File: src/logic/crossy_pkg.sv
// grid sizes, cell and move types, start cells, tree table, car layout and game states
package crossy_pkg;

    // ----------------------------------------
    // grid and basic types
    // ----------------------------------------
    localparam int GRID_W = 16;
    localparam int GRID_H = 12;

    typedef logic [3:0] coord_t;

    typedef struct packed {
        coord_t x;
        coord_t y;
    } cell_t;

    // one bit per direction, several can be held at once
    typedef struct packed {
        logic up;
        logic down;
        logic left;
        logic right;
    } move_req_t;

    typedef enum logic [1:0] {
        STAY   = 2'd0,
        MOVE   = 2'd1,
        STRUCK = 2'd2
    } step_act_t;

    typedef enum logic [1:0] {
        ST_START = 2'd0,
        ST_PLAY  = 2'd1,
        ST_END   = 2'd2
    } game_st_t;

    typedef logic [2:0] heart_t;
    localparam heart_t HEARTS_INIT = 3'd2;

    // both players spawn on the bottom row, side by side
    localparam cell_t P1_START = '{x: 4'd7, y: 4'd11};
    localparam cell_t P2_START = '{x: 4'd8, y: 4'd11};

    // ----------------------------------------
    // fixed obstacles
    // ----------------------------------------
    localparam int N_TREES = 5;
    localparam cell_t TREE_CELLS [N_TREES] = '{
        '{x: 4'd3,  y: 4'd7},
        '{x: 4'd12, y: 4'd7},
        '{x: 4'd5,  y: 4'd5},
        '{x: 4'd10, y: 4'd4},
        '{x: 4'd7,  y: 4'd1}
    };

    // ----------------------------------------
    // car lanes
    // ----------------------------------------
    localparam int CAR_LEN = 2;

    localparam coord_t ROW_A = 4'd10;
    localparam coord_t ROW_B = 4'd9;
    localparam coord_t ROW_C = 4'd3;
    localparam coord_t ROW_D = 4'd2;

    localparam int N_LANES = 4;
    localparam coord_t LANE_ROW   [N_LANES] = '{ROW_A, ROW_B, ROW_C, ROW_D};
    localparam bit     LANE_RIGHT [N_LANES] = '{1'b1, 1'b0, 1'b1, 1'b0};
    // lane period is LANE_DIV times this, lane A is the slowest
    localparam int     LANE_MULT  [N_LANES] = '{4, 3, 2, 1};
    localparam int     LANE_MULT_MAX = 4;

    // flat car table in lane order: A A B B B C C D D
    localparam int N_CARS = 9;
    localparam int     CAR_LANE  [N_CARS] = '{0, 0, 1, 1, 1, 2, 2, 3, 3};
    localparam coord_t CAR_START [N_CARS] = '{
        4'd0, 4'd8, 4'd1, 4'd6, 4'd11, 4'd2, 4'd10, 4'd2, 4'd10
    };

endpackage

File: src/logic/step_if.sv
// per-player step decisions passed from the move resolver to the state stage
`timescale 1ns/1ps

interface step_if;
    import crossy_pkg::*;

    // decision per player, valid in any cycle, used only when step is high
    step_act_t act_p1;
    step_act_t act_p2;

    // candidate cell for a MOVE
    cell_t next_p1;
    cell_t next_p2;

    modport resolver (
        output act_p1,
        output act_p2,
        output next_p1,
        output next_p2
    );

    modport state (
        input act_p1,
        input act_p2,
        input next_p1,
        input next_p2
    );

endinterface

File: src/logic/crossy_core.sv
// top level of the game core wiring scheduler, lanes, resolver and state stage
`timescale 1ns/1ps

module crossy_core #(
    parameter int MOVE_DIV = 10_000_000,
    parameter int LANE_DIV = 3_000_000
) (
    input  logic                  CLOCK_50,
    input  logic                  rst,
    input  crossy_pkg::move_req_t move_p1,
    input  crossy_pkg::move_req_t move_p2,
    input  logic                  select_p1,
    input  logic                  select_p2,
    input  logic                  start_play,
    output crossy_pkg::cell_t     pos_p1,
    output crossy_pkg::cell_t     pos_p2,
    output crossy_pkg::heart_t    hearts_p1,
    output crossy_pkg::heart_t    hearts_p2,
    output logic                  alive_p1,
    output logic                  alive_p2,
    output logic                  start_screen,
    output logic                  end_screen
);
    import crossy_pkg::*;

    logic      step;
    move_req_t held_p1;
    move_req_t held_p2;
    game_st_t  state;
    coord_t    heads_a [2];
    coord_t    heads_b [3];
    coord_t    heads_c [2];
    coord_t    heads_d [2];

    step_if steps ();

    // ----------------------------------------
    // stage 1 and 2, timing and traffic
    // ----------------------------------------
    step_scheduler #(.MOVE_DIV(MOVE_DIV)) i_step_scheduler (
        .CLOCK_50 (CLOCK_50),
        .rst      (rst),
        .move_p1  (move_p1),
        .move_p2  (move_p2),
        .step     (step),
        .held_p1  (held_p1),
        .held_p2  (held_p2)
    );

    traffic_lanes #(.LANE_DIV(LANE_DIV)) i_traffic_lanes (
        .CLOCK_50 (CLOCK_50),
        .rst      (rst),
        .state    (state),
        .heads_a  (heads_a),
        .heads_b  (heads_b),
        .heads_c  (heads_c),
        .heads_d  (heads_d)
    );

    // ----------------------------------------
    // stage 3 and 4, decide then apply
    // ----------------------------------------
    move_resolver i_move_resolver (
        .held_p1   (held_p1),
        .held_p2   (held_p2),
        .select_p1 (select_p1),
        .select_p2 (select_p2),
        .pos_p1    (pos_p1),
        .pos_p2    (pos_p2),
        .alive_p1  (alive_p1),
        .alive_p2  (alive_p2),
        .heads_a   (heads_a),
        .heads_b   (heads_b),
        .heads_c   (heads_c),
        .heads_d   (heads_d),
        .steps     (steps.resolver)
    );

    game_state i_game_state (
        .CLOCK_50   (CLOCK_50),
        .rst        (rst),
        .step       (step),
        .start_play (start_play),
        .steps      (steps.state),
        .state      (state),
        .pos_p1     (pos_p1),
        .pos_p2     (pos_p2),
        .hearts_p1  (hearts_p1),
        .hearts_p2  (hearts_p2),
        .alive_p1   (alive_p1),
        .alive_p2   (alive_p2)
    );

    // screen flags for the display side
    assign start_screen = (state == ST_START);
    assign end_screen   = (state == ST_END);

endmodule

File: src/logic/game_state.sv
// game flow FSM with player cells, hearts and alive flags
`timescale 1ns/1ps

module game_state (
    input  logic                 CLOCK_50,
    input  logic                 rst,
    input  logic                 step,
    input  logic                 start_play,
    step_if.state                steps,
    output crossy_pkg::game_st_t state,
    output crossy_pkg::cell_t    pos_p1,
    output crossy_pkg::cell_t    pos_p2,
    output crossy_pkg::heart_t   hearts_p1,
    output crossy_pkg::heart_t   hearts_p2,
    output logic                 alive_p1,
    output logic                 alive_p2
);
    import crossy_pkg::*;

    typedef struct packed {
        cell_t  pos;
        heart_t hearts;
        logic   alive;
    } player_t;

    localparam player_t P1_INIT = '{pos: P1_START, hearts: HEARTS_INIT, alive: 1'b1};
    localparam player_t P2_INIT = '{pos: P2_START, hearts: HEARTS_INIT, alive: 1'b1};

    game_st_t state_q;
    game_st_t state_d;
    player_t  p1_q;
    player_t  p2_q;

    // dead players keep their last cell and count
    function automatic player_t apply(player_t p, step_act_t act, cell_t nxt,
                                      cell_t start);
        player_t r;
        r = p;
        if (p.alive) begin
            case (act)
                MOVE: begin
                    r.pos = nxt;
                end
                STRUCK: begin
                    if (p.hearts != 3'd0) begin
                        r.hearts = p.hearts - 3'd1;
                        // last heart gone
                        r.alive = (p.hearts != 3'd1);
                    end
                    r.pos = start;
                end
                default: begin
                    r = p;
                end
            endcase
        end
        return r;
    endfunction

    // ----------------------------------------
    // game flow
    // ----------------------------------------
    always_comb begin
        state_d = state_q;
        case (state_q)
            ST_START: if (start_play) state_d = ST_PLAY;
            // both players across the road
            ST_PLAY:  if (p1_q.pos.y == 4'd0 && p2_q.pos.y == 4'd0) state_d = ST_END;
            ST_END:   if (!start_play) state_d = ST_START;
            default:  state_d = ST_START;
        endcase
    end

    // ----------------------------------------
    // player registers
    // ----------------------------------------
    always_ff @(posedge CLOCK_50 or negedge rst) begin
        if (!rst) begin
            state_q <= ST_START;
            p1_q    <= P1_INIT;
            p2_q    <= P2_INIT;
        end else begin
            state_q <= state_d;
            if (state_q == ST_START) begin
                p1_q <= P1_INIT;
                p2_q <= P2_INIT;
            end else if (state_q == ST_PLAY && step) begin
                p1_q <= apply(p1_q, steps.act_p1, steps.next_p1, P1_START);
                p2_q <= apply(p2_q, steps.act_p2, steps.next_p2, P2_START);
            end
        end
    end

    assign state     = state_q;
    assign pos_p1    = p1_q.pos;
    assign pos_p2    = p2_q.pos;
    assign hearts_p1 = p1_q.hearts;
    assign hearts_p2 = p2_q.hearts;
    assign alive_p1  = p1_q.alive;
    assign alive_p2  = p2_q.alive;

    // only a new game refills hearts
    a_hearts_no_gain : assert property (@(posedge CLOCK_50) disable iff (!rst)
        (state_q != ST_START) |=>
            (hearts_p1 <= $past(hearts_p1)) && (hearts_p2 <= $past(hearts_p2)))
        else $error("hearts increased outside START");

endmodule

File: src/logic/move_resolver.sv
// next cells, tree and player blocking, car hits and the per-player step decision
`timescale 1ns/1ps

module move_resolver (
    input  crossy_pkg::move_req_t held_p1,
    input  crossy_pkg::move_req_t held_p2,
    input  logic                  select_p1,
    input  logic                  select_p2,
    input  crossy_pkg::cell_t     pos_p1,
    input  crossy_pkg::cell_t     pos_p2,
    input  logic                  alive_p1,
    input  logic                  alive_p2,
    input  crossy_pkg::coord_t    heads_a [2],
    input  crossy_pkg::coord_t    heads_b [3],
    input  crossy_pkg::coord_t    heads_c [2],
    input  crossy_pkg::coord_t    heads_d [2],
    step_if.resolver              steps
);
    import crossy_pkg::*;

    coord_t    all_heads [N_CARS];
    cell_t     nxt_p1;
    cell_t     nxt_p2;
    step_act_t act_p1;
    step_act_t act_p2;

    // ----------------------------------------
    // helpers
    // ----------------------------------------
    // priority up, down, left, right, stopped by the grid edge
    function automatic cell_t next_cell(cell_t pos, move_req_t mv);
        cell_t nc;
        nc = pos;
        if (mv.up && pos.y > 4'd0) begin
            nc.y = pos.y - 4'd1;
        end else if (mv.down && pos.y < 4'(GRID_H - 1)) begin
            nc.y = pos.y + 4'd1;
        end else if (mv.left && pos.x > 4'd0) begin
            nc.x = pos.x - 4'd1;
        end else if (mv.right && pos.x < 4'(GRID_W - 1)) begin
            nc.x = pos.x + 4'd1;
        end
        return nc;
    endfunction

    function automatic logic is_tree(cell_t c);
        logic found;
        found = 1'b0;
        for (int t = 0; t < N_TREES; t++) begin
            found = found | (c == TREE_CELLS[t]);
        end
        return found;
    endfunction

    // a car covers head to head+CAR_LEN-1 with no wrap of the body
    function automatic logic car_hit(cell_t pos, coord_t heads [N_CARS]);
        logic       hit;
        logic [4:0] hx;
        hit = 1'b0;
        for (int i = 0; i < N_CARS; i++) begin
            hx = {1'b0, heads[i]};
            if (pos.y == LANE_ROW[CAR_LANE[i]] && {1'b0, pos.x} >= hx &&
                {1'b0, pos.x} < hx + 5'(CAR_LEN)) begin
                hit = 1'b1;
            end
        end
        return hit;
    endfunction

    // neighbours differ by one in exactly one coordinate, no wrap at the edge
    function automatic logic one_step(cell_t a, cell_t b);
        logic dx;
        logic dy;
        dx = ({1'b0, a.x} == {1'b0, b.x} + 5'd1) || ({1'b0, b.x} == {1'b0, a.x} + 5'd1);
        dy = ({1'b0, a.y} == {1'b0, b.y} + 5'd1) || ({1'b0, b.y} == {1'b0, a.y} + 5'd1);
        return (dx && a.y == b.y) || (dy && a.x == b.x);
    endfunction

    function automatic step_act_t decide(logic sel, cell_t pos, cell_t nxt,
                                         cell_t other, logic other_alive,
                                         coord_t heads [N_CARS]);
        if (!sel) begin
            return STAY;
        end else if (car_hit(pos, heads)) begin
            return STRUCK;
        end else if (nxt != pos && !is_tree(nxt) && !(other_alive && nxt == other)) begin
            return MOVE;
        end
        return STAY;
    endfunction

    // ----------------------------------------
    // decisions
    // ----------------------------------------
    always_comb begin
        all_heads = '{heads_a[0], heads_a[1], heads_b[0], heads_b[1], heads_b[2],
                      heads_c[0], heads_c[1], heads_d[0], heads_d[1]};
        nxt_p1 = next_cell(pos_p1, held_p1);
        nxt_p2 = next_cell(pos_p2, held_p2);
        // blocking looks at where the other player stands now
        act_p1 = decide(select_p1, pos_p1, nxt_p1, pos_p2, alive_p2, all_heads);
        act_p2 = decide(select_p2, pos_p2, nxt_p2, pos_p1, alive_p1, all_heads);

        // a MOVE always lands on a neighbouring cell
        if (act_p1 == MOVE) begin
            a_move_p1 : assert (one_step(pos_p1, nxt_p1))
                else $error("player 1 MOVE to a cell that is not a neighbour");
        end
        if (act_p2 == MOVE) begin
            a_move_p2 : assert (one_step(pos_p2, nxt_p2))
                else $error("player 2 MOVE to a cell that is not a neighbour");
        end
    end

    assign steps.act_p1  = act_p1;
    assign steps.act_p2  = act_p2;
    assign steps.next_p1 = nxt_p1;
    assign steps.next_p2 = nxt_p2;

endmodule

File: src/logic/step_scheduler.sv
// movement divider producing the step strobe and the move pulse latches
`timescale 1ns/1ps

module step_scheduler #(
    parameter int MOVE_DIV = 10_000_000
) (
    input  logic                  CLOCK_50,
    input  logic                  rst,
    input  crossy_pkg::move_req_t move_p1,
    input  crossy_pkg::move_req_t move_p2,
    output logic                  step,
    output crossy_pkg::move_req_t held_p1,
    output crossy_pkg::move_req_t held_p2
);
    import crossy_pkg::*;

    localparam int CNT_W = (MOVE_DIV > 1) ? $clog2(MOVE_DIV) : 1;

    logic [CNT_W-1:0] div_cnt;

    // ----------------------------------------
    // step divider
    // ----------------------------------------
    // free running in every game state, step follows the terminal count
    always_ff @(posedge CLOCK_50 or negedge rst) begin
        if (!rst) begin
            div_cnt <= '0;
            step    <= 1'b0;
        end else if (div_cnt == CNT_W'(MOVE_DIV - 1)) begin
            div_cnt <= '0;
            step    <= 1'b1;
        end else begin
            div_cnt <= div_cnt + 1'b1;
            step    <= 1'b0;
        end
    end

    // ----------------------------------------
    // move latches
    // ----------------------------------------
    // pulses accumulate until the step has used them
    // a pulse landing in the step cycle itself is dropped
    always_ff @(posedge CLOCK_50 or negedge rst) begin
        if (!rst) begin
            held_p1 <= '0;
            held_p2 <= '0;
        end else if (step) begin
            held_p1 <= '0;
            held_p2 <= '0;
        end else begin
            held_p1 <= held_p1 | move_p1;
            held_p2 <= held_p2 | move_p2;
        end
    end

    // the state stage relies on one update per step
    a_step_single : assert property (@(posedge CLOCK_50) disable iff (!rst)
        step |=> !step)
        else $error("step strobe high on two cycles in a row");

endmodule

File: src/logic/traffic_lanes.sv
// car head counters for the four car rows
`timescale 1ns/1ps

module traffic_lanes #(
    parameter int LANE_DIV = 3_000_000
) (
    input  logic                 CLOCK_50,
    input  logic                 rst,
    input  crossy_pkg::game_st_t state,
    output crossy_pkg::coord_t   heads_a [2],
    output crossy_pkg::coord_t   heads_b [3],
    output crossy_pkg::coord_t   heads_c [2],
    output crossy_pkg::coord_t   heads_d [2]
);
    import crossy_pkg::*;

    localparam int PER_W = $clog2(LANE_DIV * LANE_MULT_MAX + 1);

    logic [PER_W-1:0] per_cnt   [N_LANES];
    logic             lane_tick [N_LANES];
    coord_t           heads_q   [N_CARS];

    // ----------------------------------------
    // lane period counters
    // ----------------------------------------
    // terminal count marks the shift cycle of each lane
    always_comb begin
        for (int l = 0; l < N_LANES; l++) begin
            lane_tick[l] = (state == ST_PLAY) &&
                           (per_cnt[l] == PER_W'(LANE_DIV * LANE_MULT[l] - 1));
        end
    end

    // counters sit at zero until play starts
    always_ff @(posedge CLOCK_50 or negedge rst) begin
        if (!rst) begin
            for (int l = 0; l < N_LANES; l++) begin
                per_cnt[l] <= '0;
            end
        end else begin
            for (int l = 0; l < N_LANES; l++) begin
                if (state != ST_PLAY || lane_tick[l]) begin
                    per_cnt[l] <= '0;
                end else begin
                    per_cnt[l] <= per_cnt[l] + 1'b1;
                end
            end
        end
    end

    // ----------------------------------------
    // car heads
    // ----------------------------------------
    // 4-bit heads wrap modulo 16 on their own
    always_ff @(posedge CLOCK_50 or negedge rst) begin
        if (!rst) begin
            for (int i = 0; i < N_CARS; i++) begin
                heads_q[i] <= CAR_START[i];
            end
        end else begin
            for (int i = 0; i < N_CARS; i++) begin
                if (state != ST_PLAY) begin
                    heads_q[i] <= CAR_START[i];
                end else if (lane_tick[CAR_LANE[i]]) begin
                    heads_q[i] <= LANE_RIGHT[CAR_LANE[i]] ? heads_q[i] + 4'd1
                                                          : heads_q[i] - 4'd1;
                end
            end
        end
    end

    // split the flat table back into rows
    assign heads_a[0] = heads_q[0];
    assign heads_a[1] = heads_q[1];
    assign heads_b[0] = heads_q[2];
    assign heads_b[1] = heads_q[3];
    assign heads_b[2] = heads_q[4];
    assign heads_c[0] = heads_q[5];
    assign heads_c[1] = heads_q[6];
    assign heads_d[0] = heads_q[7];
    assign heads_d[1] = heads_q[8];

endmodule

File: config.mk
export PLATFORM = sky130hd
export DESIGN_NAME = crossy_core
export DESIGN_NICKNAME = d
export VERILOG_FILES = /design/src/logic/crossy_pkg.sv /design/src/logic/step_if.sv /design/src/logic/crossy_core.sv /design/src/logic/game_state.sv /design/src/logic/move_resolver.sv /design/src/logic/step_scheduler.sv /design/src/logic/traffic_lanes.sv
export SDC_FILE = /design/constraint.sdc
export NUM_CORES = 1
export LEC_CHECK = 0
export ABC_AREA = 1
export BUFFER_PORTS_ARGS = -buffer_cell sky130_fd_sc_hd__buf_2
export CORE_MARGIN = 5
export CORE_UTILIZATION = 35
export CTS_CLUSTER_SIZE = 16
export DETAILED_ROUTE_END_ITERATION = 16
export HOLD_SLACK_MARGIN = 0.1
export SETUP_SLACK_MARGIN = 0.02
export SKIP_LAST_GASP = 1
export SLEW_MARGIN = 25
export SYNTH_ARGS = -nofsm -noshare
export SYNTH_HDL_FRONTEND = slang
export SYNTH_SLANG_ARGS = --single-unit
File: constraint.sdc
create_clock -name CLOCK_50 -period 8.46 [get_ports CLOCK_50]
set_clock_uncertainty 0.2 [all_clocks]
set_input_delay 0.846 -clock CLOCK_50 [delete_from_list [all_inputs] [get_ports CLOCK_50]]
set_output_delay 0.846 -clock CLOCK_50 [all_outputs]
set_load 0.02 [all_outputs]
======== Word level (Yosys, flattened, before mapping) ========
Cells that the tools add are included.
storage, ports and cells
  output and inout port bits .............. 26
  register bits ........................... 191
  word-level logic and storage cells ...... 333
cells by class
  order comparisons ....................... 44
  equality and inequality tests ........... 39
  mux-type cells .......................... 88
  bitwise operators ....................... 10
  $add $sub $neg .......................... 33
  reduce and logical (&&, ||, !) cells .... 87
operators by type and width
  cell                     number
  $mux W4                  36
  $add A24 B1 Y24 const B  5
  $mux W24                 5
  $lt A4 B5 Y1             18
  $eq A24 B24 Y1 const B   3
  $ge A4 B4 Y1             18
  $mux W12                 6
  $logic_and A1 B1 Y1      56
  $add A4 B2 Y5 const B    9
  $sub A4 B1 Y4 const B    9
  $add A4 B1 Y4 const B    8
  $eq A8 B7 Y1 const B     4
  $eq A8 B8 Y1 const B     4
  $pmux W8 S2              2
  $mux W1                  27
  $eq A24 B22 Y1 const B   1
  $eq A24 B23 Y1 const B   1
  $mux W2                  11
  $reduce_bool A2 Y1       11
  $eq A4 B2 Y1 const B     4
  $eq A4 B4 Y1 const B     4
  $eq A8 B6 Y1 const B     2
  $eq A8 B8 Y1             2
  $gt A4 B1 Y1 const B     4
  other kinds (18)         51

======== Longest topological paths before layout ========
Gate-level depths: netlist (run 1).
  word-level depth ........................ 23
  mapped depth ............................ 20

======== By module ========
A second synthesis (run 1) with hierarchy kept.
second synthesis, totals
  cells, all modules ...................... 2474
  area total of the unflattened synthesis .. 16405.7 um^2
by module, submodules not included
  module          instances  seq. area each (um^2)  cells an instance  area an instance (um^2)
  traffic_lanes   1          3319.4                 1137               7933.9
  move_resolver   1          0.0                    853                5071.1
  step_scheduler  1          825.8                  251                1804.2
  game_state      1          668.1                  230                1582.8
  crossy_core     1          0.0                    3                  13.8

======== Least setup slack after synthesis (run 1) ========
OpenSTA, ideal clock, no wires.
  kind .................................... register -> register
  start point ............................. reg i_game_state.p2_q, in the netlist i_game_state.pos_p2[5]
  end point ............................... reg i_game_state.p2_q, in the netlist i_game_state.pos_p2[4]
  cell stages (with the launch flop) ...... 20
  slack ................................... 5.512 ns
  arrival ................................. 2.630 ns
  period minus slack after synthesis ...... 2.948 ns
  setup time .............................. 0.118 ns
  data required time ...................... 8.142 ns
  path buffers ............................ 1
  cell sequence ........................... dfrtp_1 > clkbuf_1 > inv_1 > ha_1 > nand3_2 > nand2_2 > nand2_2 > inv_2 > nor2_4 > nand3_2 > nand2_2 > nor2_1 > nand2_1 > nand3_1 > nor2_1 > nand2_1 > o21bai_4 > nand2_4 > nand2_1 > nand2_1
on the way
  cells in the longest elaborated chain, start to end .. 23
  elaborated cells on any way between the ends .. 86
  those cells by class .................... add/sub: 2; order compare: 20; eq/ne: 9; mux: 24; bitwise: 4; reduce/logical: 27
RTL lines
  what                                          RTL line             source
  start, declared                               game_state.sv:32     player_t p2_q;
  start signal, assigned                        game_state.sv:89     p2_q <= apply(p2_q, steps.act_p2, steps.next_p2, P2_START);
  $lt A4 B4 Y1                                  move_resolver.sv:40  end else if (mv.right && pos.x < 4'(GRID_W - 1)) begin
  $logic_and A1 B1 Y1                           move_resolver.sv:40
  $mux W4                                       move_resolver.sv:40
  $mux W4                                       move_resolver.sv:38  end else if (mv.left && pos.x > 4'd0) begin
  $mux W4                                       move_resolver.sv:36  end else if (mv.down && pos.y < 4'(GRID_H - 1)) begin
  $mux W4                                       move_resolver.sv:34  if (mv.up && pos.y > 4'd0) begin
  $eq A8 B6 Y1 or $eq A8 B8 Y1 (tied branches)  move_resolver.sv:50  found = found | (c == TREE_CELLS[t]);
  $or A1 B1 Y1 (4 in a row)                     move_resolver.sv:50
  [4 not listed]                                n/a
  $mux W1                                       move_resolver.sv:84  end else if (car_hit(pos, heads)) begin
  $mux W1                                       move_resolver.sv:82  if (!sel) begin
  $mux W2                                       move_resolver.sv:89  return STAY;
  $eq A2 B2 Y1 or $eq A2 B1 Y1 (tied branches)  game_state.sv:40     case (act)
  $pmux W8 S2                                   game_state.sv:40
  $mux W12                                      game_state.sv:39     if (p.alive) begin
  $mux W12                                      game_state.sv:87     end else if (state_q == ST_PLAY && step) begin
  $mux W12                                      game_state.sv:84     if (state_q == ST_START) begin
Several ways; a longest one is shown, not always the timed one. The select of a mux whose other input is x is not followed.
A chain may end at the register's enable or synchronous reset.

======== Worst setup path in the final report (run 1) ========
  start point ............................. reg i_game_state.p1_q, in the netlist i_game_state.pos_p1[5]
  end point ............................... reg i_game_state.p1_q, in the netlist i_game_state.pos_p1[6]
on the way
  cells in the longest elaborated chain, start to end .. 23
  elaborated cells on any way between the ends .. 86
  those cells by class .................... add/sub: 2; order compare: 20; eq/ne: 9; mux: 24; bitwise: 4; reduce/logical: 27
RTL lines
  what                                          RTL line             source
  start, declared                               game_state.sv:31     player_t p1_q;
  start signal, assigned                        game_state.sv:88     p1_q <= apply(p1_q, steps.act_p1, steps.next_p1, P1_START);
  $lt A4 B4 Y1                                  move_resolver.sv:40
  $logic_and A1 B1 Y1                           move_resolver.sv:40
  $mux W4                                       move_resolver.sv:40
  $mux W4                                       move_resolver.sv:38
  $mux W4                                       move_resolver.sv:36
  $mux W4                                       move_resolver.sv:34
  $eq A8 B6 Y1 or $eq A8 B8 Y1 (tied branches)  move_resolver.sv:50
  $or A1 B1 Y1 (4 in a row)                     move_resolver.sv:50
  [4 not listed]                                n/a
  $mux W1                                       move_resolver.sv:84
  $mux W1                                       move_resolver.sv:82
  $mux W2                                       move_resolver.sv:89
  $eq A2 B2 Y1 or $eq A2 B1 Y1 (tied branches)  game_state.sv:40
  $pmux W8 S2                                   game_state.sv:40
  $mux W12                                      game_state.sv:39
  $mux W12                                      game_state.sv:87
  $mux W12                                      game_state.sv:84
Several ways; a longest one is shown, not always the timed one. The select of a mux whose other input is x is not followed.

==> out/metrics.yaml, run 1 <==
hold_path_class: "primary input to asynchronous set/reset pin"
syn-instance-count: 1944
dp_hpwl_mm: 25.42
syn_area_per_cell_um2: 7.434
layout_setup_ws_ps: 5056
drive_gt1_share_pct: 9.319
cp-start-kind: "flip-flop"
slew_headroom_pct: 42.11
gp_congestion: 0.9043
hold_viol_final: 0
dr.pass1.iters: 5
total_power_uw: 4597
netlist.area_leader.share_pct: 28.40
vdd_drop_max_uv: 113.9
wl_per_cell_um: 13.91
worstPathArrival_ps: 3610
path_class: "flip-flop to flip-flop"
fin_setup_tns_ps: 0
finalCritPeriodShare_pct: 40.23
path_clk_slew_ps: 80
cts.sink_count: 191
syn-num-nets: 2125
slew_violations: 0
period_needed_ps: 3404
setup_viol: 0
grt_overflow: 0
synth.top_cells.by_area: "dfrtp_1, ha_1, nand2_1, nand3_1, inv_1"
status: "complete, no violations"
yosysSeqAreaShare_pct: 33.31
hold_buffers: 0
grt_pass1_wl_mm: 59.66
met1_usage_pct: 20.32
p_leak_uw: 0.007602
die_y_um: 213.2
antenna_left: 0
antenna_found_initial: 0
start_util_pct: 35.39
ys_warn_count: 0
maxCapViolCount: 0
core_um2: 40830
worst_slew_pin_slew_ps: 868.3
cts-htree-levels: 4
synthesis.area_um2: 14450
port_buffers: 38
cts_buffer_depth: 2
worstSetupEndpointType: "flip-flop"
final_common_cell: "nand2_1"
grt.busiest_layer: "met2"
finalWirelength_mm: 35.17
synth_cell_types: 60
p_per_area_nw_per_um2: 289.5
drc_errors: 0
vias_per_cell: 5.034
numCtsBuffers: 17
nets: 2164
die-area_um2: 45450
met3_usage_pct: 2.703
drt_iter0_markers: 887
first_global_vias: 12470
crit_fanout: 26
seq_area_um2: 4813
cts_tree: "built"
n_antenna_cell: 0
ys_ff_latch: 191
timing.fmax_mhz: 293.8
cts_setup_buffers: 0
grt_use_total_pct: 15.79
n_fill_cell: 4168
area_growth_pct: 9.879
required_ps: 8670
rsz0062_at_grt: "false"
rows: 74
dieWidth_um: 213.2
preCtsSetupSlack_ps: 5101
synth_top_cell_by_area: "dfrtp_1"
final_cell_mix: "nand2_1, inv_1, nor2_1, nand3_1, ha_1"
clk_latency_ps: 460
cts_resized: 0
root_buffer: "clkbuf_16"
grt_max_degree: 74
multi_input_area_um2: 8559
pin_count: 39
num_vias: 12730
gr-usage-met2_pct: 27.12
[synth_stat cells (all sizes together)]
library cell	instances
ha	168
a21oi	105
nor2	248
or2	2
nand4	56
nand3	187
xnor2	15
a221oi	1
a311oi	1
o2111a	1
a211oi	4
o211ai	9
nand3b	7
clkbuf	20
a41oi	1
o21bai	11
a22o	1
nor3b	10
dfstp	27
a21boi	1
nor4	14
and3	2
o32ai	2
nor3	69
dfrtp	164
buf	6
xor2	23
o31ai	2
nand2	426
nor4b	1
inv	253
clkinv	1
o21ai	80
o211a	2
o21a	13
a31oi	11
[layer usage]
metal	vias to the layer above	routed length [um]
met4	0	793
li1	6543	-
met2	198	16520
met1	5936	16640
met5	-	0
met3	49	1217
[state kept, by name, indices dropped and copies added, names as in the netlist]
| register | cells |
|---|---|
| i_step_scheduler.div_cnt | 24 |
| i_traffic_lanes.per_cnt | 96 |
| i_step_scheduler.held_p2 | 4 |
| i_game_state.alive_p2 | 1 |
| i_traffic_lanes.heads_b | 12 |
| i_game_state.pos_p1 | 8 |
| i_traffic_lanes.heads_c | 8 |
| i_step_scheduler.step | 1 |
| i_game_state.alive_p1 | 1 |
| i_step_scheduler.held_p1 | 4 |
| i_traffic_lanes.heads_d | 8 |
| i_game_state.hearts_p2 | 3 |
| i_game_state.pos_p2 | 8 |
| i_game_state.state | 2 |
| i_traffic_lanes.heads_a | 8 |
| i_game_state.hearts_p1 | 3 |
[kinds of logic (layout without fill, tap and decap cells)]
family                     count (synthesis)  after routing  share of synthesized area [%]
and+or+nand+nor                         1022           1022                          32.48
buffers and inverters                    280            332                          7.532
AOI/OAI and AO/OA                        245            245                          9.827
DFF                                      191            191                          33.31
adders and majority gates                168            168                          14.55
xor gates and xnor gates                  38             38                          2.303
[metrics by stage]
stage	cells	hold slack (ps)	utilization (%)	instance area [um2]
CTS	2528	129.4	38.87	15870
global placement	2496	244.9	37.35	15250
global route	2528	165.2	38.89	15880
floorplan	1944	229.7	-	14450
finish	2528	141.1	38.89	15880
detailed placement	2496	250.6	37.35	15250
[path summary, 6_finish.rpt]
check                           cells past startpoint                                   from  slack (ps)                                     to
max in group asynchronous                           2                                    rst        6640  i_traffic_lanes.per_cnt[63]$_DFF_PN0_
worst min register to register                      1  i_traffic_lanes.per_cnt[48]$_DFF_PN0_         260  i_traffic_lanes.per_cnt[48]$_DFF_PN0_
worst min-delay path                                1                                    rst         140  i_game_state.hearts_p1[2]$_DFFE_PN0P_
worst max-delay path                               17     i_game_state.pos_p1[5]$_DFFE_PN1P_        5060     i_game_state.pos_p1[6]$_DFFE_PN1P_
worst max register to register                     17     i_game_state.pos_p1[5]$_DFFE_PN1P_        5060     i_game_state.pos_p1[6]$_DFFE_PN1P_
min in group CLOCK_50                               1  i_traffic_lanes.per_cnt[48]$_DFF_PN0_         260  i_traffic_lanes.per_cnt[48]$_DFF_PN0_
[power by group]
| group | switching (uW) | internal (uW) | leakage [uW] |
|---|---|---|---|
| logic | 1560 | 850 | 0.00481 |
| registers | 249 | 1070 | 0.00249 |
| clock network | 371 | 493 | 0.000306 |
| total | 2180 | 2420 | 0.00760 |
[cell type report]
class,instances,area share [%]
sequential,191,30.31
multi-input combinational,1473,53.90
tap,532,4.192
inverter,254,6.020
timing repair buffer,46,1.655
clock buffer,22,2.986
clock inverter,10,0.9298
[worst max-delay path: stages (launching register included)]
cell and delay (ps):
dfstp_2 1000, ha_1 360, inv_1 90, nand2_1 60
nand2_1 50, o21ai_0 70, nand2_1 70, nand3_1 60
nand2_1 80, nand2_1 90, nor2_1 110, nand3_1 210
nand2_1 180, nand2_1 170, o21bai_4 290, nand2_4 120
nand2_1 60, nand2_1 80
Power figures use the tool's default switching activity.
==> run 2: changes to the inputs <==
ABC_AREA = 0   (was 1)
clock period = 3.12 ns   (was 8.46 ns; I/O delays follow)
==> run 2 against run 1 <==
The flow now finishes with violations (setup timing); register-to-register slack lost 5500 ps; hold slack gained 140 ps; combinational power shrank 34%; clock power grew 150%; first-iteration DRC count shrank 29%; largest power group is now registers; critical path type unchanged; critical path depth shrank 3; maximum frequency shrank 4.5%; worst setup slack lost 5500 ps; non-clock buffer count grew 218.
==> out/metrics.yaml, run 2 <==
status: "finished, violations left"
violations: "setup timing"
path_class: "flip-flop to flip-flop"
slew_violations: 0
finalCritPeriodShare_pct: 114.2
synth-main-ff-cell: "dfrtp_1"
dp_hpwl_mm: 25.03
rsz0062_at_grt: "true"
syn-num-nets: 1668
synthesis.area_um2: 13340
syn_area_per_cell_um2: 8.969
port_buffers: 38
dpl_cell_area_um2: 15710
p_per_area_nw_per_um2: 395.0
timing.fmax_mhz: 280.7
synth_top_cell_by_area: "dfrtp_1"
ys_warn_count: 0
synth_cell_types: 79
rows: 71
num_vias: 11430
vdd_drop_max_uv: 301.3
wl_per_cell_um: 15.21
die_y_um: 205.2
fin_cells: 2253
cts_tree: "built"
root_buffer: "clkbuf_16"
yosysSeqAreaShare_pct: 36.09
vias_per_cell: 5.071
cp-start-kind: "flip-flop"
drive_gt1_share_pct: 22.62
syn-instance-count: 1487
path_clk_slew_ps: 70
dr.pass1.iters: 5
cts-htree-levels: 4
numCtsBuffers: 17
clk_latency_ps: 440
cts.sink_count: 191
period_needed_ps: 3563
synth.top_cells.by_area: "dfrtp_1, ha_1, nor2_1, xnor2_1, dfstp_2"
dieWidth_um: 205.2
worstPathArrival_ps: 3720
nets: 1911
n_antenna_cell: 0
dp_cells: 2197
synth_edf_count: 0
grt_pass1_wl_mm: 56.99
maxCapViolCount: 0
worst_slew_pin_slew_ps: 733.0
synthArstFlopShare_pct: 100.0
layout_setup_ws_ps: -443.1
worstSetupEndpointType: "flip-flop"
start_util_pct: 35.41
crit_fanout: 5
netlist.area_leader.share_pct: 30.77
first_global_vias: 11380
final_common_cell: "nor2_1"
slew_headroom_pct: 51.14
preCtsSetupSlack_ps: -458.8
gp_congestion: 0.8981
cts_buffer_depth: 2
required_ps: 3280
largest_reg_flops: 96
drt_iter0_markers: 634
regMostFlops: "i_traffic_lanes.per_cnt"
ys_ff_latch: 191
antenna_found_initial: 1
antenna_left: 0
drc_errors: 0
area_growth_pct: 26.44
whs_ps: 278.1
core_um2: 37670
setup_viol: 23
grt_use_total_pct: 16.51
finalWirelength_mm: 34.26
hold_path_class: "flip-flop to flip-flop"
grt_overflow: 0
grt_max_degree: 86
p_leak_uw: 0.007696
die-area_um2: 42110
hold_viol_final: 0
synth_commonest_cells: "nor2_1, ha_1, dfrtp_1, nand2_1, inv_1"
synth.most_common_cell: "nor2_1"
utilization_pct: 44.77
pin_count: 39
design_area_um2: 16860
final_cell_mix: "nor2_1, buf_4, dfrtp_1, ha_1, nand2_1"
==> run 2: cell types whose count changed after synthesis, sizes merged, moves of 36 or more <==
cell,change
nor2,-38
nand3,-108
xor2,+39
nor3,-36
xnor2,+75
nand2,-327
inv,-160
==> run 2: final cells by class <==
type | instances | area, um2
clock buffers | 19 | 442.9
flip-flops and latches | 191 | 4822
well taps | 511 | 639.4
inverters | 94 | 366.6
fillers | 3599 | 20800
repair buffers | 264 | 2043
multi-input cells | 1162 | 8422
clock inverters | 12 | 126.4
==> run 2: power by group <==
part           total, uW  internal, uW  switching, uW
clock               2160          1140           1020
combinational       1590           749            846
sequential          2910          2690            214
==> run 2: cell families after synthesis <==
group / Yosys count / synth area share (%)
AO/OA/AOI/OAI: 251 / 12.14
flip-flops: 191 / 36.09
adder cells (fa/ha/maj): 174 / 16.21
XOR/XNOR: 152 / 9.982
AND/OR/NAND/NOR: 574 / 20.82
multiplexers: 11 / 0.8256
buffers and inverters: 134 / 3.931
==> run 2: metrics by stage <==
stage	power [uW]	TNS (ps)
global placement	4405	-6756
finish	6661	-6401
detailed placement	4449	-7501
global route	7041	-9044
CTS	6729	-5379
floorplan	3825	-5261
==> run 2: metal layers <==
metal  global-route usage [%]  part of all wire [%]  vias up  wire [um]
met5                        0                 0.020        -          7
met4                    4.785                   2.1        2        710
met3                    2.411                   3.2       43       1109
met2                    28.23                    48      167      16470
met1                    21.80                    47     5544      15970
li1                         -                     -     5669          -
==> run 2: path summary, 6_finish.rpt <==
check / to / startpoint / cells after the start / slack (ps)
worst max-delay path: i_game_state.pos_p2[0]$_DFFE_PN1P_ / i_game_state.pos_p2[5]$_DFFE_PN0P_ / 14 / -440
worst min-delay path: i_step_scheduler.div_cnt[0]$_DFF_PN0_ / i_step_scheduler.div_cnt[0]$_DFF_PN0_ / 1 / 280
worst max register to register: i_game_state.pos_p2[0]$_DFFE_PN1P_ / i_game_state.pos_p2[5]$_DFFE_PN0P_ / 14 / -440
worst min register to register: i_step_scheduler.div_cnt[0]$_DFF_PN0_ / i_step_scheduler.div_cnt[0]$_DFF_PN0_ / 1 / 280
max in group asynchronous: i_traffic_lanes.per_cnt[77]$_DFF_PN0_ / rst / 3 / 1620
min in group asynchronous: i_traffic_lanes.per_cnt[9]$_DFF_PN0_ / rst / 2 / 310
==> run 2: timing repair <==
| action | CTS | global route |
|---|---|---|
| setup buffers | 13 | 0 |
| endpoints found under the setup margin | 23 | 23 |
| pin swaps | 24 | 24 |
| hold buffers | 12 | 0 |
| endpoints found under the hold margin | 85 | 0 |
| resized for setup | 66 | 11 |
==> run 2: worst max-delay path, cell delays in order (launching register included) <==
cell and delay [ps]:
dfrtp_4 520, buf_6 150, inv_1 50, ha_1 180, or4b_1 470, o211a_1 180, o21ai_2 140, nand3_1 120
a311oi_1 400, nand4b_1 170, o21ai_0 160, or3_4 210, buf_4 140, a22oi_2 50, o32a_1 350
